`src/include/ooo_defines.svh`:
```
`ifndef OOO_DEFINES_SVH
`define OOO_DEFINES_SVH

// Datapath width
`define OOO_XLEN 32

// Reorder buffer size
`define OOO_ROB_DEPTH 8
// Tag indexes the ROB directly
`define OOO_ROB_TAG_W 3

// Reservation station slots
`define OOO_RS_DEPTH 4

// Architectural registers
`define OOO_NREGS 32

// Unit latencies in cycles
`define OOO_FAST_LAT 1
`define OOO_MUL_LAT 3

`endif

```
`src/hdl/ooo_pkg.sv`:
```
`include "ooo_defines.svh"

package ooo_pkg;

    // Operation encoding on the issue port
    typedef enum logic [3:0] {
        OP_ADD  = 4'd0,
        OP_SUB  = 4'd1,
        OP_AND  = 4'd2,
        OP_OR   = 4'd3,
        OP_XOR  = 4'd4,
        OP_SLL  = 4'd5,
        OP_SRL  = 4'd6,
        OP_ADDI = 4'd7,
        OP_MUL  = 4'd8
    } op_e;

    typedef logic [`OOO_XLEN-1:0] data_t;

    typedef logic [`OOO_ROB_TAG_W-1:0] rob_tag_t;

    typedef logic [$clog2(`OOO_NREGS)-1:0] reg_idx_t;

    // Operations that go to the multiply unit
    function automatic logic is_mul(op_e op);
        return op == OP_MUL;
    endfunction

endpackage

```
`src/hdl/rename_regfile.sv`:
```
`include "ooo_defines.svh"

module rename_regfile (
    input  logic              clk,
    input  logic              rst,
    input  ooo_pkg::reg_idx_t rd_idx1,
    input  ooo_pkg::reg_idx_t rd_idx2,
    output ooo_pkg::data_t    rd_val1,
    output ooo_pkg::data_t    rd_val2,
    output logic              rd_busy1,
    output logic              rd_busy2,
    output ooo_pkg::rob_tag_t rd_tag1,
    output ooo_pkg::rob_tag_t rd_tag2,
    input  logic              alloc_en,
    input  ooo_pkg::reg_idx_t alloc_rd,
    input  ooo_pkg::rob_tag_t alloc_tag,
    input  logic              wb_en,
    input  ooo_pkg::reg_idx_t wb_rd,
    input  ooo_pkg::rob_tag_t wb_tag,
    input  ooo_pkg::data_t    wb_data
);

    ooo_pkg::data_t        regs [`OOO_NREGS];
    ooo_pkg::rob_tag_t     tags [`OOO_NREGS];
    logic [`OOO_NREGS-1:0] busy;
    logic                  alloc_hit;
    logic                  wb_hit;

    // Register 0 stays out of both update paths
    assign alloc_hit = alloc_en && (alloc_rd != '0);
    assign wb_hit    = wb_en && (wb_rd != '0);

    assign rd_val1  = regs[rd_idx1];
    assign rd_val2  = regs[rd_idx2];
    assign rd_busy1 = busy[rd_idx1];
    assign rd_busy2 = busy[rd_idx2];
    assign rd_tag1  = tags[rd_idx1];
    assign rd_tag2  = tags[rd_idx2];

    always_ff @(posedge clk or posedge rst) begin
        if (rst) begin
            for (int i = 0; i < `OOO_NREGS; i++) begin
                regs[i] <= '0;
                tags[i] <= '0;
            end
            busy <= '0;
        end else begin
            if (wb_hit) begin
                regs[wb_rd] <= wb_data;
                // Only the newest producer releases the register
                if (tags[wb_rd] == wb_tag) begin
                    busy[wb_rd] <= 1'b0;
                end
            end
            // Rename in the same cycle overrides the release
            if (alloc_hit) begin
                busy[alloc_rd] <= 1'b1;
                tags[alloc_rd] <= alloc_tag;
            end
        end
    end

endmodule

```
`config.mk`:
```
export PLATFORM = sky130hd
export DESIGN_NAME = rename_regfile
export DESIGN_NICKNAME = d
export VERILOG_FILES = /design/src/hdl/ooo_pkg.sv /design/src/hdl/rename_regfile.sv
export VERILOG_INCLUDE_DIRS = /design/src /design/src/include
export SDC_FILE = /design/constraint.sdc
export NUM_CORES = 2
export LEC_CHECK = 0
export ABC_AREA = 0
export BUFFER_PORTS_ARGS = -buffer_cell sky130_fd_sc_hd__buf_2
export CORE_MARGIN = 5
export CORE_UTILIZATION = 50
export CTS_BUF_LIST = sky130_fd_sc_hd__clkbuf_2 sky130_fd_sc_hd__clkbuf_4 sky130_fd_sc_hd__clkbuf_8
export CTS_CLUSTER_SIZE = 8
export DETAILED_ROUTE_END_ITERATION = 16
export PLACE_DENSITY = 0.71
export SYNTH_ARGS = -nofsm -noshare
export SYNTH_HDL_FRONTEND = slang
export SYNTH_SLANG_ARGS = --single-unit
```
`constraint.sdc`:
```
create_clock -name clk -period 48.9 [get_ports clk]
set_input_delay 4.89 -clock clk [delete_from_list [all_inputs] [get_ports clk]]
set_output_delay 4.89 -clock clk [all_outputs]
set_load 0.02 [all_outputs]
```
==> results.md <==
* # resized after CTS at 0
* Status: finished clean
* Synth Area per Inst at 16.5 um^2
* Number of antenna violations at the first check in global routing at 11
* Maxcap violations at 0
* Fin. Hold Viols at 0
* Crit share post-route at 30.3%
* Worst VDD drop at 0.0000215 V
* Worst Tran Pin Value at 1.18 ns
* Post-CTS Hold Buffers at 0
* Mapped Area at 61,500 um^2
* LEAKAGE at 28.9 nW
* Arrival time of the worst setup path at 9.93 ns
* Met2 Track Usage GR at 40.7%
* Synth Register Bits at 1,152
* DRC at 0
* DR vias/cell at 6.69
* Busiest grt layer: met2
* Hpwl dp at 88,000 um
* Die Width at 361 um
* Min-delay worst type: reg -> reg
* First-pass GRT wire length at 255,000 um
* Unrepaired setup endpoints after global routing: no
* Drt first pass iters at 5
* I/O Buffers at 133
* Std cell rows at 128
* Fin area at 67,300 um^2
* Final-report setup violation count at 0
* Power Total at 0.00277 W
* CP endpoint kind: output pin
* Post-Syn Nets at 3,793
* R2R setup slack at 45.86 ns
* Synth Flop Type: dfrtp_1
* Clock Tree Buf Depth at 3
* Grt total ovfl at 0
* Relative slew slack at 21.0%
* Cell-by-cell trace of the critical path: buf_8 -> buf_4 -> buf_4 -> buf_4 -> mux4_2 -> mux4_2 -> mux2_2 -> buf_2
* Worst setup SP type: primary input
* Ports at 134
* Gate Count Post-Synth at 3,731
* CTS tree: yes
* Met1 Use GR at 37.1%
* Area leader, netlist: dfrtp_1
* Total die area at 130,000 um^2
* Async SR Flop Fraction at 100%
* DR iter-0 viols at 3,426
* Layout Nets at 3,742
* CTS buffer count at 191
* Critical Path RT at 44.01 ns
* H-tree Lvls at 4
* Slowest stage delay, CP at 0.83 ns
* Post-route minimum period at 14.82 ns
* Setup Buffers After CTS at 0
* Number of global-route vias before repair at 38,300
* Initial Util at 50.4%
* Power Density at 41.1 nW/um^2
* Sum Neg Setup Slack at 0 ns
* Library cells used by synthesis at 37
* Crit-path most repeated cell: buf_4
* FMAX at 67.5 MHz
* Placed cell areas at 63,300 um^2
* Yosys top cell area share at 46.9%
* Post-DR wirelength/cell at 31.0 um
* Final ANT Viol Nets at 0
* All-Layer GR Usage at 26.2%
* Share of cells above drive strength 1 at 64.1%
* Area grow syn2layout at 9.46%
* Clk_lat worst skew at 0.89 ns
* Synth warn at 0
* Clock transition at path regs at 0.06 ns
* Routability cong. at 0.818
* Via Count at 36,400
* Reg2reg path depth at 6
* Beginning of the worst register-to-register path: tags[80]
* Met3 Usage GRT at 6.27%
* Slew Viols, Final at 0
* Pin count of the biggest net entering global routing at 165
* Crit path to: rd_val1[30]
* CP max FO at 78
* # clock sinks at 1,152
* Ranking of synthesized cells by area: dfrtp_1, mux4_2, mux2_2
* CP max stage cell: buf_4
* Core Footprint at 122,000 um^2
* Filler cells at 9,662
* Clk_skew at 0.0202 ns
* Sequential area share after synthesis at 46.9%
* Routed WL at 169,000 um
* Setup CP Type: in -> out
* Reg2reg end: busy[3]
* Root buffer cell: clkbuf_8
* CP Launch Point: rd_idx1[0]
* EDFF count, synth at 0
* Die height at 361 um
cells in the final DEF, fill, tap and decap left out, types with 3 or more instances in the layout:
cell,synthesis,final
nand3_4,0,4
a22oi_1,12,12
clkbuf_4,0,65
a21oi_1,6,6
nand2_1,28,14
inv_6,0,6
a41oi_1,3,3
clkinv_2,0,11
inv_1,7,6
buf_12,0,3
clkinvlp_4,0,5
buf_4,3,50
o31ai_1,3,3
buf_8,0,4
dfrtp_1,1152,1152
a31oi_1,25,25
buf_6,2,4
mux2_2,1157,1157
nor2_4,0,12
nor2b_1,11,11
or4_4,3,3
mux2i_1,24,24
nand2b_1,4,4
mux4_2,730,730
a22o_1,3,3
a32oi_1,4,4
diode_2,0,4
nand3_1,10,6
a221o_1,3,3
nand2_4,0,14
and3_1,9,8
buf_2,21,123
nor3_1,13,13
clkbuf_8,0,240
or2_2,4,4
nor2_1,78,66
layer usage:
layer | up-vias | wire length, um | part of all wire [%]
met1 | 20100 | 70600 | 42
met3 | 308 | 12600 | 7.5
li1 | 14600 | - | -
met2 | 1380 | 80400 | 48
met5 | - | 69 | 0.041
met4 | 10 | 4950 | 2.9
registers in the layout (all words and copies together) (netlist names):
register  cells
tags         96
regs       1024
busy         32
layout make-up:
| cell class | count | area, um^2 | share of cell area (%) |
|---|---|---|---|
| Antenna cell | 4 | 10.0 | 0.0149 |
| Inverter | 7 | 33.8 | 0.0502 |
| Sequential cell | 1152 | 28800 | 42.8 |
| Multi-Input combinational cell | 2144 | 31300 | 46.4 |
| Clock inverter | 25 | 216 | 0.321 |
| Tap cell | 1625 | 2030 | 3.02 |
| Clock buffer | 305 | 3790 | 5.63 |
| Timing Repair Buffer | 184 | 1160 | 1.72 |
synth_stat cells (6+ instances only):
master	count
a21oi_1	6
a22oi_1	12
a31oi_1	25
and3_1	9
buf_1	85
buf_2	21
clkbuf_1	317
dfrtp_1	1152
inv_1	7
mux2_2	1157
mux2i_1	24
mux4_2	730
nand2_1	28
nand3_1	10
nor2_1	78
nor2b_1	11
nor3_1	13
worst min-delay path by stage:
stage	startpoint	to	slack [ns]	depth (start not counted)
after floorplan	busy[0]	busy[0]	0.44	1
after global placement	regs[1015]	regs[1015]	0.38	0
final	regs[1008]	regs[1008]	0.39	0
after detailed placement	busy[0]	busy[0]	0.38	0
after CTS	regs[1003]	regs[1003]	0.40	0
after global routing	regs[1022]	regs[1022]	0.41	0
worst max-delay path, delay by kind of cell:
family                 cells  cell delay, ns
multiplexers               3            1.42
buffers and inverters      5            3.32
metrics by stage:
step | utilization, % | setup slack [ns] | hold slack, ns | instances
after floorplan | - | 11.56 | 0.441 | 3731
after global placement | 51.9 | 33.97 | 0.377 | 5112
after detailed placement | 51.9 | 33.91 | 0.383 | 5112
after CTS | 55.2 | 33.94 | 0.396 | 5442
after global routing | 55.2 | 33.60 | 0.406 | 5443
final | 55.2 | 34.08 | 0.392 | 5446
power by group:
| part | internal, W | switching, W |
|---|---|---|
| registers | 0.00114 | 0.000131 |
| clock network | 0.000499 | 0.000396 |
| logic | 0.000376 | 0.000230 |
cell families (layout without fill, tap and decap cells):
family | count (synthesis) | count (layout) | share of synthesized area (%)
buffers and inverters | 435 | 521 | 2.74
DFF | 1152 | 1152 | 46.9
other | 0 | 4 | 0
AOI/OAI and AO/OA | 61 | 61 | 0.732
and+or+nand+nor | 170 | 170 | 1.29
muxes | 1913 | 1913 | 48.4
Power figures use the tool's default switching activity.
