## src/include/ooo_defines.svh

```systemverilog
`ifndef OOO_DEFINES_SVH
`define OOO_DEFINES_SVH

// Datapath width
`define OOO_XLEN 32

// Reorder buffer size
`define OOO_ROB_DEPTH 8
// Tag indexes the ROB directly
`define OOO_ROB_TAG_W 3

// Reservation station slots
`define OOO_RS_DEPTH 4

// Architectural registers
`define OOO_NREGS 32

// Unit latencies in cycles
`define OOO_FAST_LAT 1
`define OOO_MUL_LAT 3

`endif

```

## src/hdl/ooo_pkg.sv

```systemverilog
`include "ooo_defines.svh"

package ooo_pkg;

    // Operation encoding on the issue port
    typedef enum logic [3:0] {
        OP_ADD  = 4'd0,
        OP_SUB  = 4'd1,
        OP_AND  = 4'd2,
        OP_OR   = 4'd3,
        OP_XOR  = 4'd4,
        OP_SLL  = 4'd5,
        OP_SRL  = 4'd6,
        OP_ADDI = 4'd7,
        OP_MUL  = 4'd8
    } op_e;

    typedef logic [`OOO_XLEN-1:0] data_t;

    typedef logic [`OOO_ROB_TAG_W-1:0] rob_tag_t;

    typedef logic [$clog2(`OOO_NREGS)-1:0] reg_idx_t;

    // Operations that go to the multiply unit
    function automatic logic is_mul(op_e op);
        return op == OP_MUL;
    endfunction

endpackage

```

## src/hdl/alu_unit.sv

```systemverilog
module alu_unit #(
    parameter int LATENCY = 1
) (
    input  logic              clk,
    input  logic              rst,
    input  logic              in_valid,
    input  ooo_pkg::op_e      in_op,
    input  ooo_pkg::rob_tag_t in_tag,
    input  ooo_pkg::data_t    in_a,
    input  ooo_pkg::data_t    in_b,
    output logic              out_valid,
    output ooo_pkg::rob_tag_t out_tag,
    output ooo_pkg::data_t    out_data
);

    ooo_pkg::data_t     result;
    logic [LATENCY-1:0] valid_q;
    ooo_pkg::rob_tag_t  tag_q  [LATENCY];
    ooo_pkg::data_t     data_q [LATENCY];

    always_comb begin
        case (in_op)
            ooo_pkg::OP_ADD,
            ooo_pkg::OP_ADDI: result = in_a + in_b;
            ooo_pkg::OP_SUB:  result = in_a - in_b;
            ooo_pkg::OP_AND:  result = in_a & in_b;
            ooo_pkg::OP_OR:   result = in_a | in_b;
            ooo_pkg::OP_XOR:  result = in_a ^ in_b;
            // Shift amount is the low five bits
            ooo_pkg::OP_SLL:  result = in_a << in_b[4:0];
            ooo_pkg::OP_SRL:  result = in_a >> in_b[4:0];
            ooo_pkg::OP_MUL:  result = in_a * in_b;
            default:          result = '0;
        endcase
    end

    // Delay line with one stage per cycle of latency
    always_ff @(posedge clk or posedge rst) begin
        if (rst) begin
            valid_q <= '0;
        end else begin
            valid_q[0] <= in_valid;
            for (int i = 1; i < LATENCY; i++) begin
                valid_q[i] <= valid_q[i-1];
            end
        end
    end

    always_ff @(posedge clk) begin
        tag_q[0]  <= in_tag;
        data_q[0] <= result;
        for (int i = 1; i < LATENCY; i++) begin
            tag_q[i]  <= tag_q[i-1];
            data_q[i] <= data_q[i-1];
        end
    end

    assign out_valid = valid_q[LATENCY-1];
    assign out_tag   = tag_q[LATENCY-1];
    assign out_data  = data_q[LATENCY-1];

endmodule

```

## config.mk

```make
export PLATFORM = sky130hd
export DESIGN_NAME = alu_unit
export DESIGN_NICKNAME = d
export VERILOG_FILES = /design/src/hdl/ooo_pkg.sv /design/src/hdl/alu_unit.sv
export VERILOG_INCLUDE_DIRS = /design/src /design/src/include
export SDC_FILE = /design/constraint.sdc
export NUM_CORES = 2
export LEC_CHECK = 0
export ABC_AREA = 1
export BUFFER_PORTS_ARGS = -buffer_cell sky130_fd_sc_hd__buf_2
export CORE_MARGIN = 2
export CORE_UTILIZATION = 41
export CTS_BUF_LIST = sky130_fd_sc_hd__clkbuf_16
export DETAILED_ROUTE_END_ITERATION = 10
export GPL_TIMING_DRIVEN = 1
export PLACE_DENSITY = 0.63
export SETUP_SLACK_MARGIN = 0.1
export SLEW_MARGIN = 20
export SYNTH_ARGS = -nofsm -noshare
export SYNTH_HDL_FRONTEND = slang
export SYNTH_SLANG_ARGS = --single-unit
```

## constraint.sdc

```tcl
create_clock -name clk -period 0.8 [get_ports clk]
set_input_delay 0 -clock clk [delete_from_list [all_inputs] [get_ports clk]]
set_output_delay 0 -clock clk [all_outputs]
set_load 0.005 [all_outputs]
```

==> impl_metrics.py <==
metrics = {
    "clock_tree": {
        "clk_pin_slew_ns": 0.07,
        "cts_made_buffers": 5,
        "clk_root_buffer_cell": "clkbuf_16",
        "htreeDepth": 2,
        "cts_num_sinks": 36,
        "clock_path_buffers": 2,
        "tritoncts": "built",
    },
    "critical_path": {
        "cp_max_fo": 6,
        "start_kind": "input port",
        "path_class": "in2reg",
        "critPathCaptureType": "flop",
        "cp_data_required_time_ns": 0.99,
        "critPathArrivalTime_ns": 6.16,
    },
    "timing": {
        "finalSetupViolations": 38,
        "totalNegativeSetupSlack_ns": -136.14,
        "period_share": 7.46,
        "max-slew-margin-rel": 0.342,
        "rsz0062_at_grt": "yes",
        "hold_violations": 0,
        "worst_slew_pin_slew_ns": 0.977,
        "period_minus_slack_ns": 5.96,
        "max_freq_mhz": 168,
        "layout_setup_ws_ns": -5.16,
        "finalMaxSlewViolations": 0,
    },
    "detailed_routing": {
        "drc": 0,
        "firstDrtPassIters": 9,
        "wl_per_cell_um": 22.7,
        "routed_wl_mm": 118,
        "via_per_inst": 5.20,
        "drtAntennaViolNets": 0,
        "vias": 27100,
        "drt_iter0_markers": 2433,
    },
    "cells_and_area": {
        "fill_cells": 5526,
        "utilization": 0.598,
        "fin_nets": 5138,
        "drive_gt1_frac": 0.297,
        "syn2layout_area_growth_pct": 43.5,
        "final_cell_mix": "nand2_1 (957), inv_1 (867), buf_4 (726), fa_1 (374), o21ai_0 (163)",
        "final_common_cell": "nand2_1",
    },
    "outcome": {
        "status": "finished, violations left",
        "violations": "setup timing",
    },
    "logic_synthesis": {
        "synth.mux.area_fraction": 0.00284,
        "synth_top_family_by_area": "adder cells",
        "synth_cell_types": 57,
        "ys_warn_count": 0,
        "synth-xor-area-share": 0.0202,
        "ys_ff_latch": 36,
        "synth-seq-area-share": 0.0294,
        "syn_area_um2": 24700,
        "synth_fp_nets": 4353,
        "synthAdderAreaFrac": 0.444,
        "syn_area_per_cell_um2": 6.76,
        "synth_compound_area_frac": 0.116,
        "synth-simple-area-share": 0.219,
        "netlist_instances": 3650,
    },
    "floorplanning": {
        "row_count": 89,
        "ioPinCount": 110,
        "initial_core_util": 0.416,
        "die_x_um": 249,
        "core_um2": 59200,
        "die_height_um": 249,
        "die_area_um2": 62100,
    },
    "pwr": {
        "combPwrFrac": 0.972,
        "ir_drop_v": 0.00875,
        "leakage_nw": 20.0,
        "cell_internal_pwr_w": 0.0950,
        "p_sw_w": 0.0990,
        "p_seq_frac": 0.015,
        "power.density_nw_per_um2": 5480,
        "switching_share": 0.510,
        "p_clk_frac": 0.013,
    },
    "min_path": {
        "hold_path_class": "in2async",
    },
    "global_route": {
        "grt_pass1_wl_mm": 174,
        "grt_max_degree": 72,
        "grt_overflow": 0,
        "grt_pass1_vias": 27800,
        "track_usage": 0.377,
        "antenna_found_initial": 5,
    },
    "placed_design": {
        "gp_congestion": 1.09,
        "dp_hpwl_mm": 96.7,
        "portBuffers": 109,
    },
    "flow_run": {
        "maxCapViolations": 0,
    },
}
## area by class of cell
cell class / instances / area (um^2) / share of cell area
Multi-Input combinational cell: 2523 / 21600 / 0.611
Tap cell: 773 / 967 / 0.0273
Timing Repair Buffer: 956 / 8440 / 0.239
Sequential cell: 36 / 749 / 0.0212
Clock buffer: 5 / 125 / 0.00353
Clock inverter: 3 / 42.5 / 0.00120
Inverter: 913 / 3440 / 0.0972
Antenna cell: 4 / 10.0 / 0.000283
## metal layers
layer	global-route usage	up-vias	wire length, um
li1	-	12500	-
met3	0.0615	285	10100
met2	0.607	1194	52700
met5	0	-	0
met4	0.192	0	7710
met1	0.491	13100	48000
## Yosys cell counts, drive strengths merged
library cell,number,share of area
nand2,1013,0.15
inv,912,0.14
fa,409,0.33
o21ai,223,0.045
ha,220,0.11
a21oi,150,0.030
nor2,128,0.021
nand3,120,0.024
clkbuf,107,0.016
buf,71,0.014
xor2,43,0.015
dfxtp,35,0.028
nor3,24,0.0064
o211ai,24,0.0073
nand4,18,0.0046
a221oi,15,0.0053
xnor2,14,0.0050
a31oi,12,0.0030
o221ai,11,0.0039
or2,11,0.0028
a21o,10,0.0030
o2111ai,10,0.0036
o21a,10,0.0030
nand3b,9,0.0032
a211oi,8,0.0024
mux2i,7,0.0028
o21bai,7,0.0021
nor4,5,0.0013
a22o,4,0.0014
o22ai,3,0.00076
o31ai,3,0.00091
and3,2,0.00051
o311ai,2,0.00071
a21boi,1,0.00030
a22oi,1,0.00030
a31o,1,0.00036
a32o,1,0.00041
and2,1,0.00025
clkinv,1,0.00015
dfrtp,1,0.0010
nor3b,1,0.00030
o2111a,1,0.00046
o211a,1,0.00041
## power groups by stage
stage          Clock (W)  Combinational, W  Sequential [W]
5_1_grt          0.00251             0.197         0.00296
2_1_floorplan          0             0.101         0.00261
3_5_place_dp           0             0.149         0.00282
4_1_cts          0.00242             0.173         0.00282
3_3_place_gp           0             0.148         0.00279
6_report         0.00244             0.189         0.00289
## critical path: stages
cell and delay, ns:
buf_12 0.12, buf_12 0.14, buf_6 0.13, nand2_1 0.05
inv_1 0.05, fa_1 0.49, inv_1 0.05, fa_1 0.52
fa_1 0.46, fa_1 0.50, inv_1 0.05, fa_1 0.46
fa_1 0.57, fa_1 0.46, fa_1 0.59, ha_4 0.25
a21oi_4 0.17, buf_6 0.12, o21ai_2 0.06, a31oi_2 0.21
nand3_2 0.15, nand2_2 0.10, nand2_2 0.06, or2_4 0.25
nand3_2 0.08, nand3_2 0.06
## worst paths after layout
path | startpoint | end | slack, ns | cells past startpoint
setup / recovery | in_a[16] | data_q[0][26] | -5.16 | 26
hold / removal | rst | out_valid | 0.11 | 3
max in group asynchronous | rst | out_valid | 0.59 | 3
min in group clk | in_b[20] | data_q[0][20] | 0.32 | 4
## stage by stage
step           hold slack [ns]  worst slack [ns]  instances  total power (W)  instance area [um^2]
6_report                 0.109             -5.16       5213            0.194                 35400
5_1_grt                  0.105             -5.40       5211            0.202                 35400
4_1_cts                 0.0751             -5.20       5182            0.178                 34300
3_5_place_dp            -0.157             -5.82       5129            0.152                 32400
3_3_place_gp            -0.168             -5.84       5129            0.150                 32400
2_1_floorplan           -0.271             -5.26       3650            0.103                 25500
## logic make-up (layout without fill, tap and decap cells)
family                     after synthesis  in the layout
and+or+nand+nor                       1332           1332
buffers and inverters                 1091           1877
adders and majority gates              629            629
AOI/OAI and AO/OA                      498            498
xor gates and xnor gates                57             57
DFF                                     36             36
muxes                                    7              7
other                                    0              4
## what timing repair did
item,in CTS,in global routing
gates cloned,7,5
setup buffers,36,24
pin swaps,80,113
endpoints found under the setup margin,68,68
hold buffers,5,0
resized for setup,324,202
hold endpoints to repair,5,0
## flip-flops by register name (all words and copies together), names as in the netlist
name,cells
out_valid,1
tag_q,3
data_q,32
Note: power is estimated with default switching activity, not from simulation.
