$ cat src/include/ooo_defines.svh
`ifndef OOO_DEFINES_SVH
`define OOO_DEFINES_SVH

// Datapath width
`define OOO_XLEN 32

// Reorder buffer size
`define OOO_ROB_DEPTH 8
// Tag indexes the ROB directly
`define OOO_ROB_TAG_W 3

// Reservation station slots
`define OOO_RS_DEPTH 4

// Architectural registers
`define OOO_NREGS 32

// Unit latencies in cycles
`define OOO_FAST_LAT 1
`define OOO_MUL_LAT 3

`endif

$ cat src/hdl/ooo_pkg.sv
`include "ooo_defines.svh"

package ooo_pkg;

    // Operation encoding on the issue port
    typedef enum logic [3:0] {
        OP_ADD  = 4'd0,
        OP_SUB  = 4'd1,
        OP_AND  = 4'd2,
        OP_OR   = 4'd3,
        OP_XOR  = 4'd4,
        OP_SLL  = 4'd5,
        OP_SRL  = 4'd6,
        OP_ADDI = 4'd7,
        OP_MUL  = 4'd8
    } op_e;

    typedef logic [`OOO_XLEN-1:0] data_t;

    typedef logic [`OOO_ROB_TAG_W-1:0] rob_tag_t;

    typedef logic [$clog2(`OOO_NREGS)-1:0] reg_idx_t;

    // Operations that go to the multiply unit
    function automatic logic is_mul(op_e op);
        return op == OP_MUL;
    endfunction

endpackage

$ cat src/hdl/reorder_buffer.sv
`include "ooo_defines.svh"

module reorder_buffer (
    input  logic              clk,
    input  logic              rst,
    input  logic              alloc_en,
    input  ooo_pkg::reg_idx_t alloc_rd,
    output ooo_pkg::rob_tag_t alloc_tag,
    output logic              rob_full,
    input  ooo_pkg::rob_tag_t q_tag1,
    input  ooo_pkg::rob_tag_t q_tag2,
    output logic              q_ready1,
    output logic              q_ready2,
    output ooo_pkg::data_t    q_data1,
    output ooo_pkg::data_t    q_data2,
    input  logic              cdb0_valid,
    input  ooo_pkg::rob_tag_t cdb0_tag,
    input  ooo_pkg::data_t    cdb0_data,
    input  logic              cdb1_valid,
    input  ooo_pkg::rob_tag_t cdb1_tag,
    input  ooo_pkg::data_t    cdb1_data,
    output logic              commit_valid,
    output ooo_pkg::reg_idx_t commit_rd,
    output ooo_pkg::rob_tag_t commit_tag,
    output ooo_pkg::data_t    commit_data
);

    localparam int CNT_W = $clog2(`OOO_ROB_DEPTH + 1);

    ooo_pkg::reg_idx_t         entry_rd   [`OOO_ROB_DEPTH];
    ooo_pkg::data_t            entry_data [`OOO_ROB_DEPTH];
    logic [`OOO_ROB_DEPTH-1:0] entry_done;
    ooo_pkg::rob_tag_t         head;
    ooo_pkg::rob_tag_t         tail;
    logic [CNT_W-1:0]          count;
    logic                      retire;

    // New entries take the tail slot, so the slot number is the tag
    assign alloc_tag = tail;
    assign rob_full  = (count == CNT_W'(`OOO_ROB_DEPTH));

    // Head retires as soon as its result is in
    assign retire       = (count != '0) && entry_done[head];
    assign commit_valid = retire;
    assign commit_rd    = entry_rd[head];
    assign commit_tag   = head;
    assign commit_data  = entry_data[head];

    // Lookup for sources still renamed to an entry
    assign q_ready1 = entry_done[q_tag1];
    assign q_ready2 = entry_done[q_tag2];
    assign q_data1  = entry_data[q_tag1];
    assign q_data2  = entry_data[q_tag2];

    always_ff @(posedge clk or posedge rst) begin
        if (rst) begin
            head       <= '0;
            tail       <= '0;
            count      <= '0;
            entry_done <= '0;
        end else begin
            if (cdb0_valid) begin
                entry_done[cdb0_tag] <= 1'b1;
            end
            if (cdb1_valid) begin
                entry_done[cdb1_tag] <= 1'b1;
            end
            if (alloc_en) begin
                entry_done[tail] <= 1'b0;
                tail             <= tail + 1'b1;
            end
            if (retire) begin
                head <= head + 1'b1;
            end
            count <= count + CNT_W'(alloc_en) - CNT_W'(retire);
        end
    end

    always_ff @(posedge clk) begin
        if (cdb0_valid) begin
            entry_data[cdb0_tag] <= cdb0_data;
        end
        if (cdb1_valid) begin
            entry_data[cdb1_tag] <= cdb1_data;
        end
        if (alloc_en) begin
            entry_rd[tail] <= alloc_rd;
        end
    end

endmodule

$ cat config.mk
export PLATFORM = sky130hd
export DESIGN_NAME = reorder_buffer
export DESIGN_NICKNAME = d
export VERILOG_FILES = /design/src/hdl/ooo_pkg.sv /design/src/hdl/reorder_buffer.sv
export VERILOG_INCLUDE_DIRS = /design/src /design/src/include
export SDC_FILE = /design/constraint.sdc
export NUM_CORES = 1
export LEC_CHECK = 0
export BUFFER_PORTS_ARGS = -buffer_cell sky130_fd_sc_hd__buf_2
export CAP_MARGIN = 5
export CORE_MARGIN = 1.5
export CORE_UTILIZATION = 40
export DETAILED_ROUTE_END_ITERATION = 12
export GPL_TIMING_DRIVEN = 0
export PLACE_DENSITY = 0.7
export RECOVER_POWER = 50
export SLEW_MARGIN = 20
export SYNTH_ARGS = -nofsm -noshare
export SYNTH_HDL_FRONTEND = slang
export SYNTH_SLANG_ARGS = --single-unit
export TNS_END_PERCENT = 10
$ cat constraint.sdc
create_clock -name clk -period 6.5 [get_ports clk]
set_clock_uncertainty 0.1 [all_clocks]
set_input_delay 0.65 -clock clk [delete_from_list [all_inputs] [get_ports clk]]
set_output_delay 0.65 -clock clk [all_outputs]
set_load 0.1 [all_outputs]
==> impl_metrics.toml, run 1 <==
[status]
outcome = "finished with violations"
failed_checks = "max-capacitance violations, max-slew violations"

[synth]
yosysWarningCount = 0
synth_area_leaders = "edfxtp_1 (46%), mux4_2 (23%), mux2_2 (21%), dfrtp_1 (2.4%), mux4_1 (1.2%)"
ys_seq_area_frac = 0.488
synth_edf_count = 296
ys.flop_type = "edfxtp_1"
synth_seq_cells = 314
ys_async_sr_fraction = 0.0573
netlist_area_mm2 = 0.0191
ys_types = 38
syn-num-nets = 1152
synth_top_area_share = 0.465
syn_inst = 1057
syn_area_per_cell_um2 = 18.1
yosys.area.top_type = "edfxtp_1"

[critical_path]
regToRegStartpoint = "commit_tag[0]"
endpoint = "entry_data[6][0]"
reg2reg_to = "count[2]"
critPathSlowestCell = "o21ai_0"
path_cells = "clkbuf_1 -> nand2b_1 -> o21ai_0 -> clkbuf_1 -> clkbuf_1"
slowest_delay_ns = 1.07
r2r_cells = 10
crit_path_start_kind = "input port"
worstPathArrival_ns = 4.20
crit_type = "in2reg"
cp_max_fo = 15
required_ns = 6.53
r2r_slack_ns = 3.44
crit_family = "buffers and inverters"
cp-startpoint = "cdb0_tag[0]"
path_common_cell = "clkbuf_1"
critical_path_depth = 5
crit_path_end_kind = "flip-flop"
crit_buf_inv = 3

[timing]
timing.final.crit_share = 0.642
period_needed_ns = 4.17
setup_viol = 0
holdWs_ns = 0.140
rsz0062_at_grt = "false"
drv_slew = 17
tightest_slew_ns = 2.50
relSlewSlack = -0.681
hold_viol = 0
fmax_ghz = 0.240

[clock_network]
cts_tree = "yes"
cts-root-buf = "clkbuf_16"
cts_sinks = 314
cts_buffer_depth = 3
clk_pin_slew_ns = 0.06
numCtsBuffers = 35
clk_latency_ns = 0.52
post_cts_buffers = 0
cts_hold_buf = 0
cts.repair.resized = 0
htreeDepth = 2

[floorplanning]
io-pin-count = 197
die_width_um = 222
dieArea_mm2 = 0.0492
core_area_mm2 = 0.0469
initial_core_util = 0.408
die_h_um = 222
num_rows = 79

[drt]
remaining_drc_errors = 0
drtIter0Drc = 1092
ant_nets = 0
drt_wl_total_mm = 57.5
drt_pre_antenna_iters = 5
post_drt_wl_per_cell_um = 29.8
vias = 11825
via_per_inst = 6.12

[grt]
grt_pass1_wl_mm = 83.1
grt_overflow_total = 0
grt_max_degree = 33
antenna_found_initial = 12
track_usage = 0.234
grt_pass1_vias = 12380

[pwr]
irDropWorstVdd_mv = 0.367
p_per_area_mw_per_mm2 = 411
p_leak_nw = 7.50
finalPower_w = 0.00907

[finish]
drive_gt1_frac = 0.628
final_util = 0.471
design_area_mm2 = 0.0220
syn_to_final_growth_pct = 15.2
instances_no_fill = 1932
nNetsFinal = 1391

[placed_design]
gp_congestion = 0.791
io_buffer_count = 190
dp_cells = 1866
dpl.hpwl_mm = 38.5
dpl_cell_area_mm2 = 0.0212

[job]
maxCapViolCount = 2

[min_path]
hold_class = "in2async"
## area by class of cell
type	count	area (um^2)
multi-input combinational	651	9330
clock inverter	18	196
fill	4100	24800
clock buffer	44	952
inverter	7	26.3
tap	607	759
antenna	4	10.0
timing repair buffer	202	1030
buffer	85	399
sequential	314	9340
## logic make-up (layout without fill, tap and decap cells)
logic type      count (synthesis)  count (layout)  share of synthesized area
compound gates                 17              17                    0.00661
xor+xnor                        6               6                    0.00275
fa+ha+maj                       9               9                    0.00628
buf+inv                        92             356                     0.0236
flops                         314             314                      0.488
mux                           571             571                      0.459
other cells                     0               4                          0
simple gates                   48              48                     0.0137
## Yosys cell counts, drive strengths merged (6+ instances only)
library cell  count
nand2             6
inv               7
buf              65
clkbuf           20
nor2             12
nand2b            6
nor3              8
ha                8
dfrtp            18
mux4            206
mux2            362
edfxtp          296
## worst min-delay path by stage
stage,from,depth (start not counted),end,slack [ns]
after floorplan,entry_done[5],1,entry_done[5],0.39
after global placement,entry_done[5],1,entry_done[5],0.42
after detailed placement,entry_done[7],2,entry_done[7],0.44
after CTS,rst,2,alloc_tag[2],0.16
after global routing,rst,2,entry_done[2],0.20
final,rst,2,alloc_tag[0],0.14
## cell usage in the layout, fill, tap and decap left out, types with 4 or more instances in the layout
master / instances
buf_1: 10
buf_2: 213
buf_4: 5
bufinv_16: 4
clkbuf_1: 61
clkbuf_16: 37
clkinv_1: 4
clkinv_2: 6
dfrtp_1: 18
diode_2: 4
edfxtp_1: 296
ha_1: 8
inv_1: 7
mux2_1: 6
mux2_2: 356
mux4_1: 9
mux4_2: 197
nand2_1: 6
nand2b_1: 6
nor2_1: 12
nor3_1: 8
o21ai_0: 4
o22a_1: 5
xor2_1: 5
## routing by layer
| metal | share of wire | global-route usage | up-vias |
|---|---|---|---|
| met3 | 0.080 | 0.0489 | 132 |
| met4 | 0.032 | 0.0831 | 14 |
| met1 | 0.39 | 0.298 | 6152 |
| li1 | - | - | 4961 |
| met2 | 0.50 | 0.395 | 566 |
| met5 | 0.0015 | 0 | - |
## state kept, by name, summed over array words and instances (netlist names)
register,cells
entry_data,256
entry_rd,40
entry_done,8
count,4
alloc_tag,3
commit_tag,3
## metrics by stage
| stage | worst slack [ns] | TNS [ns] |
|---|---|---|
| 3_3_place_gp | -0.630 | -57.51 |
| 4_1_cts | 2.60 | 0 |
| 2_1_floorplan | 2.33 | 0 |
| 5_1_grt | 2.25 | 0 |
| 6_report | 2.33 | 0 |
| 3_5_place_dp | 3.05 | 0 |
## power by group
| group | switching [W] | total [W] | internal (W) |
|---|---|---|---|
| Sequential | 0.000128 | 0.00257 | 0.00244 |
| Clock | 0.000812 | 0.00201 | 0.00120 |
| Combinational | 0.00323 | 0.00449 | 0.00127 |
Power figures use the tool's default switching activity.
==> run 2: changes to the inputs <==
- PLACE_DENSITY: 0.7 -> 0.72
- clock period: 6.5 -> 3.7 ns (I/O delays scaled with it)
==> impl_metrics.toml, run 2 (synthesized netlist as in run 1, its figures left out) <==
[drt]
via_per_inst = 6.12
vias = 11883
ant_nets = 0
drtIter0Drc = 1151
post_drt_wl_per_cell_um = 29.4
remaining_drc_errors = 0
drt_wl_total_mm = 57.1
drt_pre_antenna_iters = 5

[pwr]
clkPwrFrac = 0.231
p_per_area_mw_per_mm2 = 730
p_int_w = 0.00885
p_leak_nw = 7.58
swShare = 0.453
irDropWorstVdd_mv = 0.502
seqPwrFrac = 0.279
power.switching_w = 0.00732
p_comb_frac = 0.490

[timing]
tightest_slew_ns = 1.91
period_needed_ns = 3.58
drv_slew = 8
fmax_ghz = 0.279
timing.final.crit_share = 0.967
fin_tns_setup_ns = 0
relSlewSlack = -0.285
hold_viol = 0
holdWs_ns = 0.0180
setup_viol = 0
rsz0062_at_grt = "false"
layout_setup_ws_ns = 0.121

[status]
outcome = "finished with violations"
failed_checks = "max-capacitance violations, max-slew violations"

[finish]
most-common-layout-cells = "mux2_2 (356), edfxtp_1 (296), buf_2 (214)"
drive_gt1_frac = 0.629
final_common_cell = "mux2_2"
syn_to_final_growth_pct = 15.8
largest_reg_flops = 256
reg_top3 = "entry_data x256, entry_rd x40, entry_done x8"
top_register = "entry_data"
nNetsFinal = 1393

[floorplanning]
num_rows = 79
die_width_um = 222
io-pin-count = 197
dieArea_mm2 = 0.0492
core_area_mm2 = 0.0469
initial_core_util = 0.408
die_h_um = 222

[placed_design]
dpl.hpwl_mm = 38.8
io_buffer_count = 190
place_ws_ns = 0.620
gp_congestion = 0.805

[critical_path]
worstPathArrival_ns = 3.11
crit_type = "reg2out"
cp_max_fo = 10
regToRegStartpoint = "commit_tag[0]"
cp-startpoint = "commit_tag[2]"
crit_path_end_kind = "output pin"
crit_path_start_kind = "flip-flop"
required_ns = 3.23

[clock_network]
numCtsBuffers = 35
cts_sinks = 314
post_cts_buffers = 0
cts_buffer_depth = 3
clk_pin_slew_ns = 0.06
cts-root-buf = "clkbuf_16"
clk_latency_ns = 0.53
htreeDepth = 2
cts_tree = "yes"

[min_path]
hold_class = "in2reg"
holdCritStartpoint = "alloc_en"

[grt]
track_usage = 0.229
antenna_found_initial = 19
grt_pass1_vias = 12390
grt_overflow_total = 0
grt_max_degree = 33
grt_pass1_wl_mm = 81.6

[job]
maxCapViolCount = 1
==> run 2: cell count changes in the layout (fill, tap and decap cells not counted), moves of 3 or more <==
cell,delta
clkinv_1,+3
clkbuf_2,+3
clkbuf_1,-6
diode_2,+7
clkinvlp_4,-3
bufinv_16,+3
==> run 2: power by group through the flow <==
stage          Sequential [W]  Clock (W)  Combinational (W)
3_5_place_dp          0.00458          0            0.00799
6_report              0.00451    0.00374            0.00792
4_1_cts               0.00451    0.00377            0.00801
3_3_place_gp          0.00457          0            0.00788
5_1_grt               0.00455    0.00390            0.00819
2_1_floorplan         0.00475          0            0.00624
==> run 2: final cells by class <==
class                   count  area [um^2]
diodes                     11         27.5
plain buffers              85          409
clock buffers              44          962
clock inverters            18          256
fillers                  4054        24700
inverters                   7         26.3
multi-input cells         651         9340
flip-flops and latches    314         9340
well taps                 607          759
repair buffers            204         1040
==> run 2: critical path, stage by stage (launching register included) <==
cell and delay [ns]:
dfrtp_1 0.38, clkbuf_1 0.33, clkbuf_1 0.64, buf_2 0.48
mux2_2 0.43, buf_2 0.30
==> run 2: metal layers <==
metal	GRT usage	up-vias	routed length, um	part of all wire
met5	0	-	104	0.0018
met4	0.0939	16	2100	0.037
met3	0.0649	150	6090	0.11
met2	0.377	621	27500	0.48
met1	0.285	6098	21300	0.37
li1	-	4998	-	-
==> run 2: path summary, 6_finish.rpt <==
| check | slack, ns | cells after the start | endpoint |
|---|---|---|---|
| max reg2reg | 0.91 | 9 | count[2] |
| max | 0.12 | 5 | commit_data[14] |
| min | 0.02 | 2 | alloc_tag[0] |
| min reg2reg | 0.44 | 1 | entry_done[5] |
| max in group asynchronous | 2.63 | 3 | entry_done[0] |
| min in group asynchronous | 0.41 | 3 | alloc_tag[1] |
==> run 2: through the flow <==
| step | total power [W] | utilization | area [um^2] | cells |
|---|---|---|---|---|
| 6_report | 0.0162 | 0.473 | 22200 | 1941 |
| 5_1_grt | 0.0166 | 0.473 | 22100 | 1935 |
| 4_1_cts | 0.0163 | 0.480 | 22500 | 1930 |
| 3_5_place_dp | 0.0126 | 0.453 | 21200 | 1866 |
| 3_3_place_gp | 0.0125 | 0.445 | 20800 | 1854 |
| 2_1_floorplan | 0.0110 | - | 19100 | 1057 |
==> run 2: repair_timing <==
item                       CTS  global route
setup endpoints to repair    0             3
hold endpoints to repair    26             0
hold buffers                 2             0
gates resized for setup      0             2
==> run 3: changes to the inputs <==
- RECOVER_POWER: 50 -> 25
==> impl_metrics.toml, run 3 (synthesized netlist as in run 1, its figures left out) <==
[clock_network]
cts_buffer_depth = 3
cts-root-buf = "clkbuf_16"
cts_tree = "yes"
cts_sinks = 314
clk_pin_slew_ns = 0.06
post_cts_buffers = 0
numCtsBuffers = 35
clk_latency_ns = 0.53
htreeDepth = 2

[drt]
drt_pre_antenna_iters = 5
via_per_inst = 6.14
remaining_drc_errors = 0
ant_nets = 0
post_drt_wl_per_cell_um = 29.4
drt_wl_total_mm = 57.2
drtIter0Drc = 1090
vias = 11911

[placed_design]
dpl.hpwl_mm = 38.8
io_buffer_count = 190
gp_congestion = 0.805
dpl_cell_area_mm2 = 0.0212

[grt]
grt_pass1_wl_mm = 81.6
busiest_layer = "met2"
grt_max_degree = 33
grt_use_met1 = 0.285
grt_overflow_total = 0
track_usage = 0.229
grt_pass1_vias = 12390
grtUsageMet3 = 0.0649
gr-usage-met2 = 0.377
antenna_found_initial = 19

[status]
outcome = "finished with violations"
failed_checks = "max-capacitance violations, max-slew violations"

[critical_path]
crit_path_start_kind = "flip-flop"
required_ns = 3.23
cp_max_fo = 10
worstPathArrival_ns = 3.11
crit_type = "reg2out"
crit_path_end_kind = "output pin"

[pwr]
finalPower_w = 0.0162
p_per_area_mw_per_mm2 = 727
irDropWorstVdd_mv = 0.502
p_leak_nw = 7.62

[finish]
drive_gt1_frac = 0.640
largest_reg_flops = 256
top_register = "entry_data"
syn_to_final_growth_pct = 16.4
reg_top3 = "entry_data x256, entry_rd x40, entry_done x8"
most-common-layout-cells = "mux2_2 (356), edfxtp_1 (296), buf_2 (225)"
final_common_cell = "mux2_2"
nNetsFinal = 1393
design_area_mm2 = 0.0223

[timing]
timing.final.crit_share = 0.967
setup_viol = 0
rsz0062_at_grt = "false"
period_needed_ns = 3.58
relSlewSlack = -0.493
drv_slew = 17
holdWs_ns = 0.0212
tightest_slew_ns = 2.22
hold_viol = 0
fmax_ghz = 0.279

[floorplanning]
dieArea_mm2 = 0.0492
core_area_mm2 = 0.0469
die_h_um = 222
die_width_um = 222
io-pin-count = 197
initial_core_util = 0.408
num_rows = 79

[min_path]
hold_class = "in2reg"

[job]
maxCapViolCount = 2
[run 3: cell types whose count changed in the layout (fill, tap and decap cells not counted), sizes merged]
cell and change:
buf +16, dlymetal6s2s -1, clkbuf -15
[run 3: power breakdown]
group          total (W)  switching (W)  internal (W)
sequential       0.00451       0.000231       0.00428
clock            0.00374        0.00142       0.00232
combinational    0.00793        0.00568       0.00225
total             0.0162        0.00733       0.00886
[run 3: cell type report]
class / instances / area [um^2]
clock inverters: 18 / 256
multi-input cells: 651 / 9350
clock buffers: 44 / 962
flip-flops and latches: 314 / 9340
fillers: 4031 / 24600
plain buffers: 85 / 423
repair buffers: 204 / 1130
well taps: 607 / 759
inverters: 7 / 26.3
diodes: 11 / 27.5
[run 3: final timing paths]
| path | startpoint | endpoint | slack, ns | cells past startpoint |
|---|---|---|---|---|
| setup / recovery | commit_tag[2] | commit_data[14] | 0.12 | 5 |
| hold / removal | alloc_en | alloc_tag[0] | 0.02 | 2 |
| setup reg to reg | commit_tag[0] | count[2] | 0.91 | 9 |
| hold reg to reg | entry_done[5] | entry_done[5] | 0.44 | 1 |
| max in group asynchronous | rst | entry_done[2] | 2.62 | 3 |
| min in group asynchronous | rst | alloc_tag[1] | 0.42 | 3 |
[run 3: metrics by stage]
step / std cells / setup TNS (ns) / util / setup slack [ns]
final: 1941 / 0 / 0.475 / 0.121
after global routing: 1935 / 0 / 0.475 / 0.0517
after CTS: 1930 / 0 / 0.480 / 0.0436
after detailed placement: 1866 / 0 / 0.453 / 0.620
after global placement: 1854 / -460.77 / 0.445 / -3.15
after floorplan: 1057 / 0 / - / 0.0247
[run 3: critical path, cell delays in order (launching register included)]
cell and delay, ns:
dfrtp_1 0.38, clkbuf_1 0.34, clkbuf_1 0.63, buf_2 0.48, mux2_2 0.43, buf_2 0.30
[run 3: repair_timing]
item | in CTS | in global routing
setup endpoints to repair | 0 | 3
gates resized for setup | 0 | 2
hold buffers | 2 | 0
endpoints found under the hold margin | 26 | 0
[run 3: metal layers]
metal  vias up  routed length [um]
li1       5000                   -
met1      6133               21400
met2       602               27600
met3       160                5870
met4        16                2160
met5         -                 104
