$ cat config.mk
export PLATFORM = sky130hd
export DESIGN_NAME = reservation_station
export DESIGN_NICKNAME = d
export VERILOG_FILES = /design/src/hdl/ooo_pkg.sv /design/src/hdl/reservation_station.sv
export VERILOG_INCLUDE_DIRS = /design/src /design/src/include
export SDC_FILE = /design/constraint.sdc
export NUM_CORES = 1
export LEC_CHECK = 0
export ABC_AREA = 1
export ABC_CLOCK_PERIOD_IN_PS = 5900
export BUFFER_PORTS_ARGS = -buffer_cell sky130_fd_sc_hd__buf_4
export CELL_PAD_IN_SITES_DETAIL_PLACEMENT = 0
export CELL_PAD_IN_SITES_GLOBAL_PLACEMENT = 2
export CORE_UTILIZATION = 36
export DETAILED_ROUTE_END_ITERATION = 6
export GPL_TIMING_DRIVEN = 0
export PLACE_DENSITY_LB_ADDON = 0.1
export SYNTH_ARGS = -nofsm -noshare
export SYNTH_HDL_FRONTEND = slang
export SYNTH_SLANG_ARGS = --single-unit
$ cat constraint.sdc
create_clock -name clk -period 5.9 [get_ports clk]
set_input_delay 0.295 -clock clk [delete_from_list [all_inputs] [get_ports clk]]
set_output_delay 0.295 -clock clk [all_outputs]
set_load 0.005 [all_outputs]
$ cat src/include/ooo_defines.svh
`ifndef OOO_DEFINES_SVH
`define OOO_DEFINES_SVH

// Datapath width
`define OOO_XLEN 32

// Reorder buffer size
`define OOO_ROB_DEPTH 8
// Tag indexes the ROB directly
`define OOO_ROB_TAG_W 3

// Reservation station slots
`define OOO_RS_DEPTH 4

// Architectural registers
`define OOO_NREGS 32

// Unit latencies in cycles
`define OOO_FAST_LAT 1
`define OOO_MUL_LAT 3

`endif

$ cat src/hdl/ooo_pkg.sv
`include "ooo_defines.svh"

package ooo_pkg;

    // Operation encoding on the issue port
    typedef enum logic [3:0] {
        OP_ADD  = 4'd0,
        OP_SUB  = 4'd1,
        OP_AND  = 4'd2,
        OP_OR   = 4'd3,
        OP_XOR  = 4'd4,
        OP_SLL  = 4'd5,
        OP_SRL  = 4'd6,
        OP_ADDI = 4'd7,
        OP_MUL  = 4'd8
    } op_e;

    typedef logic [`OOO_XLEN-1:0] data_t;

    typedef logic [`OOO_ROB_TAG_W-1:0] rob_tag_t;

    typedef logic [$clog2(`OOO_NREGS)-1:0] reg_idx_t;

    // Operations that go to the multiply unit
    function automatic logic is_mul(op_e op);
        return op == OP_MUL;
    endfunction

endpackage

$ cat src/hdl/reservation_station.sv
`include "ooo_defines.svh"

module reservation_station (
    input  logic              clk,
    input  logic              rst,
    input  logic              alloc_en,
    input  ooo_pkg::op_e      alloc_op,
    input  ooo_pkg::rob_tag_t alloc_tag,
    input  ooo_pkg::data_t    alloc_val1,
    input  ooo_pkg::data_t    alloc_val2,
    input  logic              alloc_pend1,
    input  logic              alloc_pend2,
    input  ooo_pkg::rob_tag_t alloc_src1,
    input  ooo_pkg::rob_tag_t alloc_src2,
    input  logic              cdb0_valid,
    input  ooo_pkg::rob_tag_t cdb0_tag,
    input  ooo_pkg::data_t    cdb0_data,
    input  logic              cdb1_valid,
    input  ooo_pkg::rob_tag_t cdb1_tag,
    input  ooo_pkg::data_t    cdb1_data,
    output logic              rs_full,
    output logic              fast_valid,
    output ooo_pkg::op_e      fast_op,
    output ooo_pkg::rob_tag_t fast_tag,
    output ooo_pkg::data_t    fast_a,
    output ooo_pkg::data_t    fast_b,
    output logic              mul_valid,
    output ooo_pkg::rob_tag_t mul_tag,
    output ooo_pkg::data_t    mul_a,
    output ooo_pkg::data_t    mul_b
);

    localparam int IDX_W = $clog2(`OOO_RS_DEPTH);

    logic [`OOO_RS_DEPTH-1:0] ent_valid;
    logic [`OOO_RS_DEPTH-1:0] ent_pend1;
    logic [`OOO_RS_DEPTH-1:0] ent_pend2;
    ooo_pkg::op_e             ent_op   [`OOO_RS_DEPTH];
    ooo_pkg::rob_tag_t        ent_tag  [`OOO_RS_DEPTH];
    ooo_pkg::rob_tag_t        ent_src1 [`OOO_RS_DEPTH];
    ooo_pkg::rob_tag_t        ent_src2 [`OOO_RS_DEPTH];
    ooo_pkg::data_t           ent_val1 [`OOO_RS_DEPTH];
    ooo_pkg::data_t           ent_val2 [`OOO_RS_DEPTH];

    logic [`OOO_RS_DEPTH-1:0] ready;
    logic [`OOO_RS_DEPTH-1:0] hit0_1, hit1_1, hit0_2, hit1_2;
    logic                     free_found, fast_found, mul_found;
    logic [IDX_W-1:0]         free_idx, fast_idx, mul_idx;

    // Walk down so the lowest index wins each pick
    always_comb begin
        free_found = 1'b0;
        fast_found = 1'b0;
        mul_found  = 1'b0;
        free_idx   = '0;
        fast_idx   = '0;
        mul_idx    = '0;
        for (int i = `OOO_RS_DEPTH - 1; i >= 0; i--) begin
            ready[i]  = ent_valid[i] && !ent_pend1[i] && !ent_pend2[i];
            hit0_1[i] = ent_pend1[i] && cdb0_valid && (cdb0_tag == ent_src1[i]);
            hit1_1[i] = ent_pend1[i] && cdb1_valid && (cdb1_tag == ent_src1[i]);
            hit0_2[i] = ent_pend2[i] && cdb0_valid && (cdb0_tag == ent_src2[i]);
            hit1_2[i] = ent_pend2[i] && cdb1_valid && (cdb1_tag == ent_src2[i]);
            if (!ent_valid[i]) begin
                free_found = 1'b1;
                free_idx   = IDX_W'(i);
            end
            if (ready[i] && ooo_pkg::is_mul(ent_op[i])) begin
                mul_found = 1'b1;
                mul_idx   = IDX_W'(i);
            end else if (ready[i]) begin
                fast_found = 1'b1;
                fast_idx   = IDX_W'(i);
            end
        end
    end

    assign rs_full = !free_found;

    assign fast_valid = fast_found;
    assign fast_op    = ent_op[fast_idx];
    assign fast_tag   = ent_tag[fast_idx];
    assign fast_a     = ent_val1[fast_idx];
    assign fast_b     = ent_val2[fast_idx];

    assign mul_valid = mul_found;
    assign mul_tag   = ent_tag[mul_idx];
    assign mul_a     = ent_val1[mul_idx];
    assign mul_b     = ent_val2[mul_idx];

    always_ff @(posedge clk or posedge rst) begin
        if (rst) begin
            ent_valid <= '0;
            ent_pend1 <= '0;
            ent_pend2 <= '0;
        end else begin
            for (int i = 0; i < `OOO_RS_DEPTH; i++) begin
                if (hit0_1[i] || hit1_1[i]) begin
                    ent_pend1[i] <= 1'b0;
                end
                if (hit0_2[i] || hit1_2[i]) begin
                    ent_pend2[i] <= 1'b0;
                end
            end
            // Dispatched entries leave the station
            if (fast_found) begin
                ent_valid[fast_idx] <= 1'b0;
            end
            if (mul_found) begin
                ent_valid[mul_idx] <= 1'b0;
            end
            if (alloc_en) begin
                ent_valid[free_idx] <= 1'b1;
                ent_pend1[free_idx] <= alloc_pend1;
                ent_pend2[free_idx] <= alloc_pend2;
            end
        end
    end

    // Operand capture from the buses, then the new entry
    always_ff @(posedge clk) begin
        for (int i = 0; i < `OOO_RS_DEPTH; i++) begin
            if (hit0_1[i]) begin
                ent_val1[i] <= cdb0_data;
            end else if (hit1_1[i]) begin
                ent_val1[i] <= cdb1_data;
            end
            if (hit0_2[i]) begin
                ent_val2[i] <= cdb0_data;
            end else if (hit1_2[i]) begin
                ent_val2[i] <= cdb1_data;
            end
        end
        if (alloc_en) begin
            ent_op[free_idx]   <= alloc_op;
            ent_tag[free_idx]  <= alloc_tag;
            ent_src1[free_idx] <= alloc_src1;
            ent_src2[free_idx] <= alloc_src2;
            ent_val1[free_idx] <= alloc_val1;
            ent_val2[free_idx] <= alloc_val2;
        end
    end

endmodule

==> results of run 1 <==
## stage by stage
stage | cells | instance area, um^2 | utilization, % | setup WS, ns
6_report | 4203 | 26320 | 44.60 | 1.704
5_1_grt | 4202 | 26320 | 44.60 | 1.729
4_1_cts | 4202 | 26320 | 44.60 | 1.992
3_5_place_dp | 4103 | 24870 | 42.14 | 2.619
3_3_place_gp | 4094 | 24670 | 41.80 | 2.032
2_1_floorplan | 3032 | 21530 | - | 3.582
## registers in the layout, indices dropped and copies added, names as in the netlist
| register | cells |
|---|---|
| ent_val1 | 128 |
| ent_val2 | 128 |
| ent_op | 16 |
| ent_src1 | 12 |
| ent_src2 | 12 |
| ent_tag | 12 |
| ent_pend1 | 4 |
| ent_pend2 | 4 |
| ent_valid | 4 |
## path summary, 6_finish.rpt
kind,cells after the start,end,from
hold / removal,3,ent_val2[3][13],alloc_val2[13]
setup reg to reg,7,ent_val1[3][3],ent_valid[1]
setup / recovery,8,mul_a[31],ent_pend2[1]
min in group asynchronous,3,ent_pend1[2],rst
hold reg to reg,2,ent_pend1[3],ent_pend1[3]
max in group asynchronous,3,ent_valid[3],rst
## what timing repair did
| item | CTS | global route |
|---|---|---|
| endpoints found under the hold margin | 91 | 0 |
| hold buffers | 24 | 0 |
| gates resized for setup | 0 | 0 |
## cells by family after synthesis
family	after synthesis	share of synthesized area, %
compound gates	26	0.6218
xor+xnor	8	0.3254
buf+inv	413	8.217
flops	320	44.35
simple gates	2265	46.48
## cells in the final DEF (no fill, tap or decap), types with 2 or more instances in the layout
cell type and count:
nand2_1 1053, nand3_1 879, edfxtp_1 308, buf_4 307, inv_1 174, nor2_1 170
nand4_1 134, buf_2 121, clkbuf_1 82, clkbuf_16 41, dlygate4sd3_1 24, buf_1 17
a21oi_1 16, nor2_2 14, clkinv_1 13, dfrtp_1 12, nand2_2 11, inv_2 9
o21ai_0 9, buf_12 9, xnor2_1 8, clkinv_2 6, inv_6 2, clkinv_4 2
## where the power goes
part | leakage (uW) | switching, uW | total, uW | internal, uW
combinational | 0.00833 | 4840 | 6970 | 2140
sequential | 0.00300 | 358 | 3770 | 3410
clock | 0.000591 | 1050 | 2380 | 1320
total | 0.0119 | 6250 | 13100 | 6870
## worst max-delay path, cell delays in order, from the launching register on
cell	delay, ns
dfrtp_1	0.50
nor2_1	0.09
nand2_1	0.17
nor2_2	0.13
nor2_2	0.79
clkbuf_1	0.95
nand3_1	0.19
nand4_1	0.31
buf_4	0.17
## final cells by class
type / count / area [um^2] / share of cell area [%]
Multi-Input combinational cell: 2299 / 10230 / 38.87
Sequential cell: 320 / 9549 / 36.28
Timing Repair Buffer: 322 / 2590 / 9.839
Buffer: 230 / 1084 / 4.116
Clock buffer: 50 / 1060 / 4.026
Tap cell: 773 / 967.2 / 3.674
Inverter: 183 / 686.9 / 2.610
Clock inverter: 25 / 151.4 / 0.5751
Antenna cell: 1 / 2.502 / 0.009507
## layer usage
metal  vias up  part of all wire (%)
met5         -                     0
met4         0                   5.3
met3       370                    12
met2      1951                    43
met1     12130                    40
li1      10980                     -
==> metrics.md, run 1 <==
| Metric | Value |
|---|---|
| Outcome | `finished, final reports clean` |
| Clock transition at path regs | `~0.060 ns` |
| RD Place Congestion | `around 0.97` |
| Largest net degree at the start of global routing | `30` |
| # DRC | `0` |
| Most common library cells after synthesis | `nand2_1 (1,061), nand3_1 (879), edfxtp_1 (308)` |
| Num CTS Buffers | `41` |
| Number of global-route vias before repair | `approximately 24,000` |
| GRT Residual Overflow | `0` |
| Async S/R FF share, synth | `3.750%` |
| Area of the die | `0.06079 mm^2` |
| Port-buffer cells | `289` |
| Period minus WS final | `4.196 ns` |
| Final Power | `13,120 uW` |
| P&R area growth vs syn | `22.26%` |
| Initial antenna violation count | `1` |
| Synth top area cells | `edfxtp_1 (43%), nand3_1 (20%), nand2_1 (18%)` |
| Fin crit share | `about 71%` |
| Number of synthesized flops with an enable pin | `between 300 and 400` |
| CTS tree | `done` |
| Max-slew headroom | `8.763%` |
| CP Capture Type | `primary output` |
| Setup crit start kind | `flop` |
| Clock sink count | `320` |
| Post-synth top flop | `edfxtp_1` |
| Initial drt markers | `3,815` |
| Leakage | `0.01192 uW` |
| RSZ-0062 raised after global routing | `no` |
| Vias/cell | `6.050` |
| Setup Viol. Count Final | `0` |
| Layout fillers | `6,060` |
| Worst hold path class | `input pin to flop` |
| WP data required | `5.61 ns` |
| H-tree depth | `2` |
| Synthesized area per cell | `around 7.1 um^2` |
| PD cells | `498.3 mW/mm^2` |
| # IOs | `295` |
| Setup bufs post-CTS | `0` |
| WS Path Type | `flop to primary output` |
| M2 GR Usage | `about three fifths` |
| Gr usage total | `between 40 and 50%` |
| # rows | `a little under 90` |
| DR WL/cell | `29.65 um` |
| Worst-Margin Slew | `~1.4 ns` |
| Max Clock Skew | `about 0.026 ns` |
| Max Freq | `about 0.24 GHz` |
| Yosys top cell by area | `edfxtp_1` |
| Wirelength, routed | `124.6 mm` |
| Worst Path Max Fanout | `10` |
| Clock Path Buffers | `3` |
| Most numerous cell in the Yosys netlist | `nand2_1` |
| Setup tns final | `0 ns` |
| VDD IR max | `279.6 uV` |
| First-pass GRT wire length | `173.6 mm` |
| Grt met1 use | `54.36%` |
| Layer with the highest usage | `met2` |
| Top cell type's share of synthesized area | `between 40% and 50%` |
| DIE WIDTH | `246.6 um` |
| Initial Utilization | `36.48%` |
| Net Count, Synth | `3,186` |
| Die Span Y | `about 250 um` |
| Reg-to-reg slack, setup | `3.06 ns` |
| Post-route ant nets | `0` |
| Fin nets | `3,551` |
| Seq/Total Area, Yosys | `between 40% and 50%` |
| Mapped Area | `roughly 0.022 mm^2` |
| Final hold vios | `0` |
| Max-slew violation count | `0` |
| Max Cap Violations | `0` |
| Clock latency on the worst-skew pair | `0.59 ns` |
| Register bit count reported by yosys | `320` |
| Layout cells sized above 1 | `between 10% and 20%` |
| Core area | `approximately 0.059 mm^2` |
| Yosys warns | `0` |
| Hpwl dp | `between 90 and 100 mm` |
| Clock Tree Root | `clkbuf_16` |
| Synth Instances | `3,032` |
| Grt met3 use | `under 10%` |
| Hold slack | `0.008420 ns` |
| Post-synth cell types | `22` |
| Detailed-router iteration count before antenna repair | `6` |
| Vias | `around 25,000` |
| Critical Path AT | `3.90 ns` |
Power figures use the tool's default switching activity.
==> run 2: changes to the inputs <==
Settings changed: ABC_AREA 1 to 0, ABC_CLOCK_PERIOD_IN_PS 5900 to 3990, CORE_UTILIZATION 36 to 37.
Clock period 5.9 ns to 3.99 ns, I/O delays scaled along.
==> run 2 against run 1 <==
  * Final cell count down 26%
  * Clock-buffer cell count down 6
  * Sequential power up 42%
  * Critical path depth down 1
  * Clock power up 61%
  * Final area down 4.0%
  * Critical path type unchanged
  * Flip-flop and latch count unchanged
  * Synthesized area down 6.9%
  * Highest routed layer is now met5
  * Via count down 12%
  * Clock skew down 0.0079 ns
  * The flow now finishes with violations (design-rule violations, max-capacitance violations, max-slew violations, negative setup slack)
  * First-iteration DRC count down 17%
  * Worst hold slack about the same
==> metrics.md, run 2 <==
| Metric | Value |
|---|---|
| Layout cells sized above 1 | `16.89%` |
| P&R area growth vs syn | `26.14%` |
| Seq/Total Area, Yosys | `47.65%` |
| Gr usage total | `40.52%` |
| DIE WIDTH | `234.7 um` |
| RD Place Congestion | `around 0.99` |
| Number of synthesized flops with an enable pin | `308` |
| Most frequent cells in the layout | `nand2_1 (347), edfxtp_1 (308), buf_4 (264)` |
| Setup Viol. Count Final | `2` |
| CTS tree | `done` |
| Register bit count reported by yosys | `320` |
| Worst hold path class | `input pin to flop` |
| Setup bufs post-CTS | `0` |
| Clock sink count | `320` |
| DP Cell Count | `2,979` |
| # DRC | `1` |
| CP Capture Type | `primary output` |
| Num CTS Buffers | `39` |
| Net Count, Synth | `2,174` |
| Initial antenna violation count | `3` |
| Initial Utilization | `37.76%` |
| Max-slew headroom | `-4.024%` |
| Clock transition at path regs | `0.07 ns` |
| Critical Path Slowest Stage Cell | `clkbuf_1` |
| # rows | `84` |
| Yosys warns | `0` |
| Vias/cell | `roughly 7.1` |
| Layout fillers | `5,031` |
| Max Cap Violations | `1` |
| WS Path Type | `flop to primary output` |
| Leakage | `around 0.0085 uW` |
| Wirelength, routed | `115.1 mm` |
| WP data required | `3.79 ns` |
| # IOs | `295` |
| Port-buffer cells | `254` |
| Placed standard-cell area | `0.02314 mm^2` |
| RSZ-0062 raised after global routing | `no` |
| Async S/R FF share, synth | `3.750%` |
| Synthesized area per cell | `9.920 um^2` |
| Most numerous cell in the Yosys netlist | `nand2_1` |
| Mapped Area | `around 0.02 mm^2` |
| Max Freq | `0.2481 GHz` |
| Initial drt markers | `between 3,000 and 4,000` |
| H-tree depth | `2` |
| Synth top area cells | `edfxtp_1 (46%), o211ai_1 (9.6%), nand4_1 (8.0%)` |
| Fin crit share | `101.0%` |
| Largest registers | `ent_val1 x128, ent_val2 x128, ent_op x16` |
| Yosys top cell by area | `edfxtp_1` |
| Hold slack | `0.008340 ns` |
| Crit path cell chain | `nor3b_2, a22oi_2, clkbuf_1, clkbuf_1, a32o_1, a221o_1, buf_4` |
| Hpwl dp | `about 81 mm` |
| Clock latency on the worst-skew pair | `0.60 ns` |
| Setup slack after layout | `-0.04109 ns` |
| Critical Path AT | `approximately 3.8 ns` |
| Clock Path Buffers | `3` |
| Fin nets | `2,565` |
| CP peak stage delay | `0.70 ns` |
| PD cells | `719.6 mW/mm^2` |
| Final hold vios | `0` |
| VDD IR max | `419.4 uV` |
| Commonest non-fill, non-tap cell in the layout | `nand2_1` |
| Largest net degree at the start of global routing | `23` |
| Post-synth cell types | `41` |
| Reg-to-reg slack, setup | `0.20 ns` |
| Post-route ant nets | `0` |
| Core area | `0.05308 mm^2` |
| First-pass GRT wire length | `160.5 mm` |
| DR WL/cell | `36.79 um` |
| Max Clock Skew | `0.01782 ns` |
| Post-route cell area | `between 0.02 and 0.03 mm^2` |
| Max-slew violation count | `8` |
| GRT Residual Overflow | `0` |
| Die Span Y | `between 200 and 250 um` |
| Number of global-route vias before repair | `roughly 22,000` |
| Post-Place Worst Slack | `approximately 0.23 ns` |
| Detailed-router iteration count before antenna repair | `7` |
| Setup tns final | `-0.06743 ns` |
| Setup crit start kind | `flop` |
| Post-synth top flop | `edfxtp_1` |
| Final Instance Count excl. Fillers | `3,129` |
| Worst-Margin Slew | `around 1.5 ns` |
| Synth Instances | `2,020` |
| Area of the die | `0.05510 mm^2` |
| Outcome | `finished with violations` |
| Clock Tree Root | `clkbuf_16` |
| Most common library cells after synthesis | `nand2_1 (350), edfxtp_1 (308), nand4_1 (256), o211ai_1 (256), clkbuf_1 (205)` |
| Top cell type's share of synthesized area | `46.15%` |
| Period minus WS final | `4.031 ns` |
| Most frequent CP cell | `clkbuf_1` |
| Failing checks | `design-rule violations, max-capacitance violations, max-slew violations, negative setup slack` |
| Vias | `22,350` |
| Worst Path Max Fanout | `10` |
[run 2: cell types whose count changed in the layout (fill, tap and decap cells not counted), moves of 138 or more]
cell      change
a221o_1     +138
a32o_1      +141
inv_1       -162
nand2_1     -706
nand3_1     -750
nor2_1      -164
o211ai_1    +256
[run 2: worst paths after layout]
kind                                     from              end  depth (start not counted)
worst max-delay path             ent_valid[0]        mul_b[22]                          7
worst min-delay path            cdb0_data[28]  ent_val1[2][28]                          3
worst max register to register   ent_valid[2]  ent_val2[0][12]                          5
worst min register to register   ent_pend1[2]     ent_pend1[2]                          2
max in group asynchronous                 rst     ent_pend2[2]                          3
min in group asynchronous                 rst     ent_pend1[2]                          3
[run 2: final cells by class]
type | count | area, um^2 | share of cell area (%)
multi-input cells | 1396 | 9397 | 37.17
clock buffers | 44 | 994.7 | 3.935
diodes | 1 | 2.502 | 0.009900
clock inverters | 26 | 305.3 | 1.208
plain buffers | 289 | 1172 | 4.638
well taps | 688 | 860.8 | 3.406
flip-flops and latches | 320 | 9549 | 37.78
repair buffers | 351 | 2943 | 11.64
inverters | 14 | 52.55 | 0.2079
[run 2: layer usage]
layer	GRT usage (%)	part of all wire (%)	vias up	wire (um)
met5	0	0.036	-	41
met4	22.37	6.0	5	6918
met3	10.22	12	408	14090
met2	61.26	43	1890	49820
met1	53.02	38	11010	44240
li1	-	-	9046	-
[run 2: kinds of logic after synthesis]
kind of cell           synth area share, %
flip-flops                           47.65
buffers and inverters                6.088
XOR/XNOR                             2.098
AND/OR/NAND/NOR                      20.02
AO/OA/AOI/OAI                        24.14
[run 2: power by group]
group	total, uW	leakage (uW)	switching [uW]	internal, uW
Sequential	5350	0.00300	474	4870
Clock	3840	0.000641	1600	2240
Combinational	9000	0.00485	5650	3360
Total	18200	0.00849	7720	10500
[run 2: worst max-delay path, delay by kind of cell (launching register included)]
kind	cells	cell delay, ns
buffers and inverters	3	1.50
AO/OA/AOI/OAI	3	1.08
AND/OR/NAND/NOR	1	0.24
flip-flops	1	0.41
[run 2: what timing repair did]
| action | CTS | global route |
|---|---|---|
| gates resized for setup | 4 | 11 |
| endpoints found under the setup margin | 81 | 64 |
| hold buffers | 80 | 0 |
| gates cloned | 0 | 0 |
| hold endpoints to repair | 298 | 0 |
[run 2: metrics by stage]
stage                     total power [uW]  util (%)
final                                18190     47.62
after global placement               13770     42.97
after CTS                            17830     47.59
after floorplan                       9310         -
after global routing                 18550     47.62
after detailed placement             13960     43.59
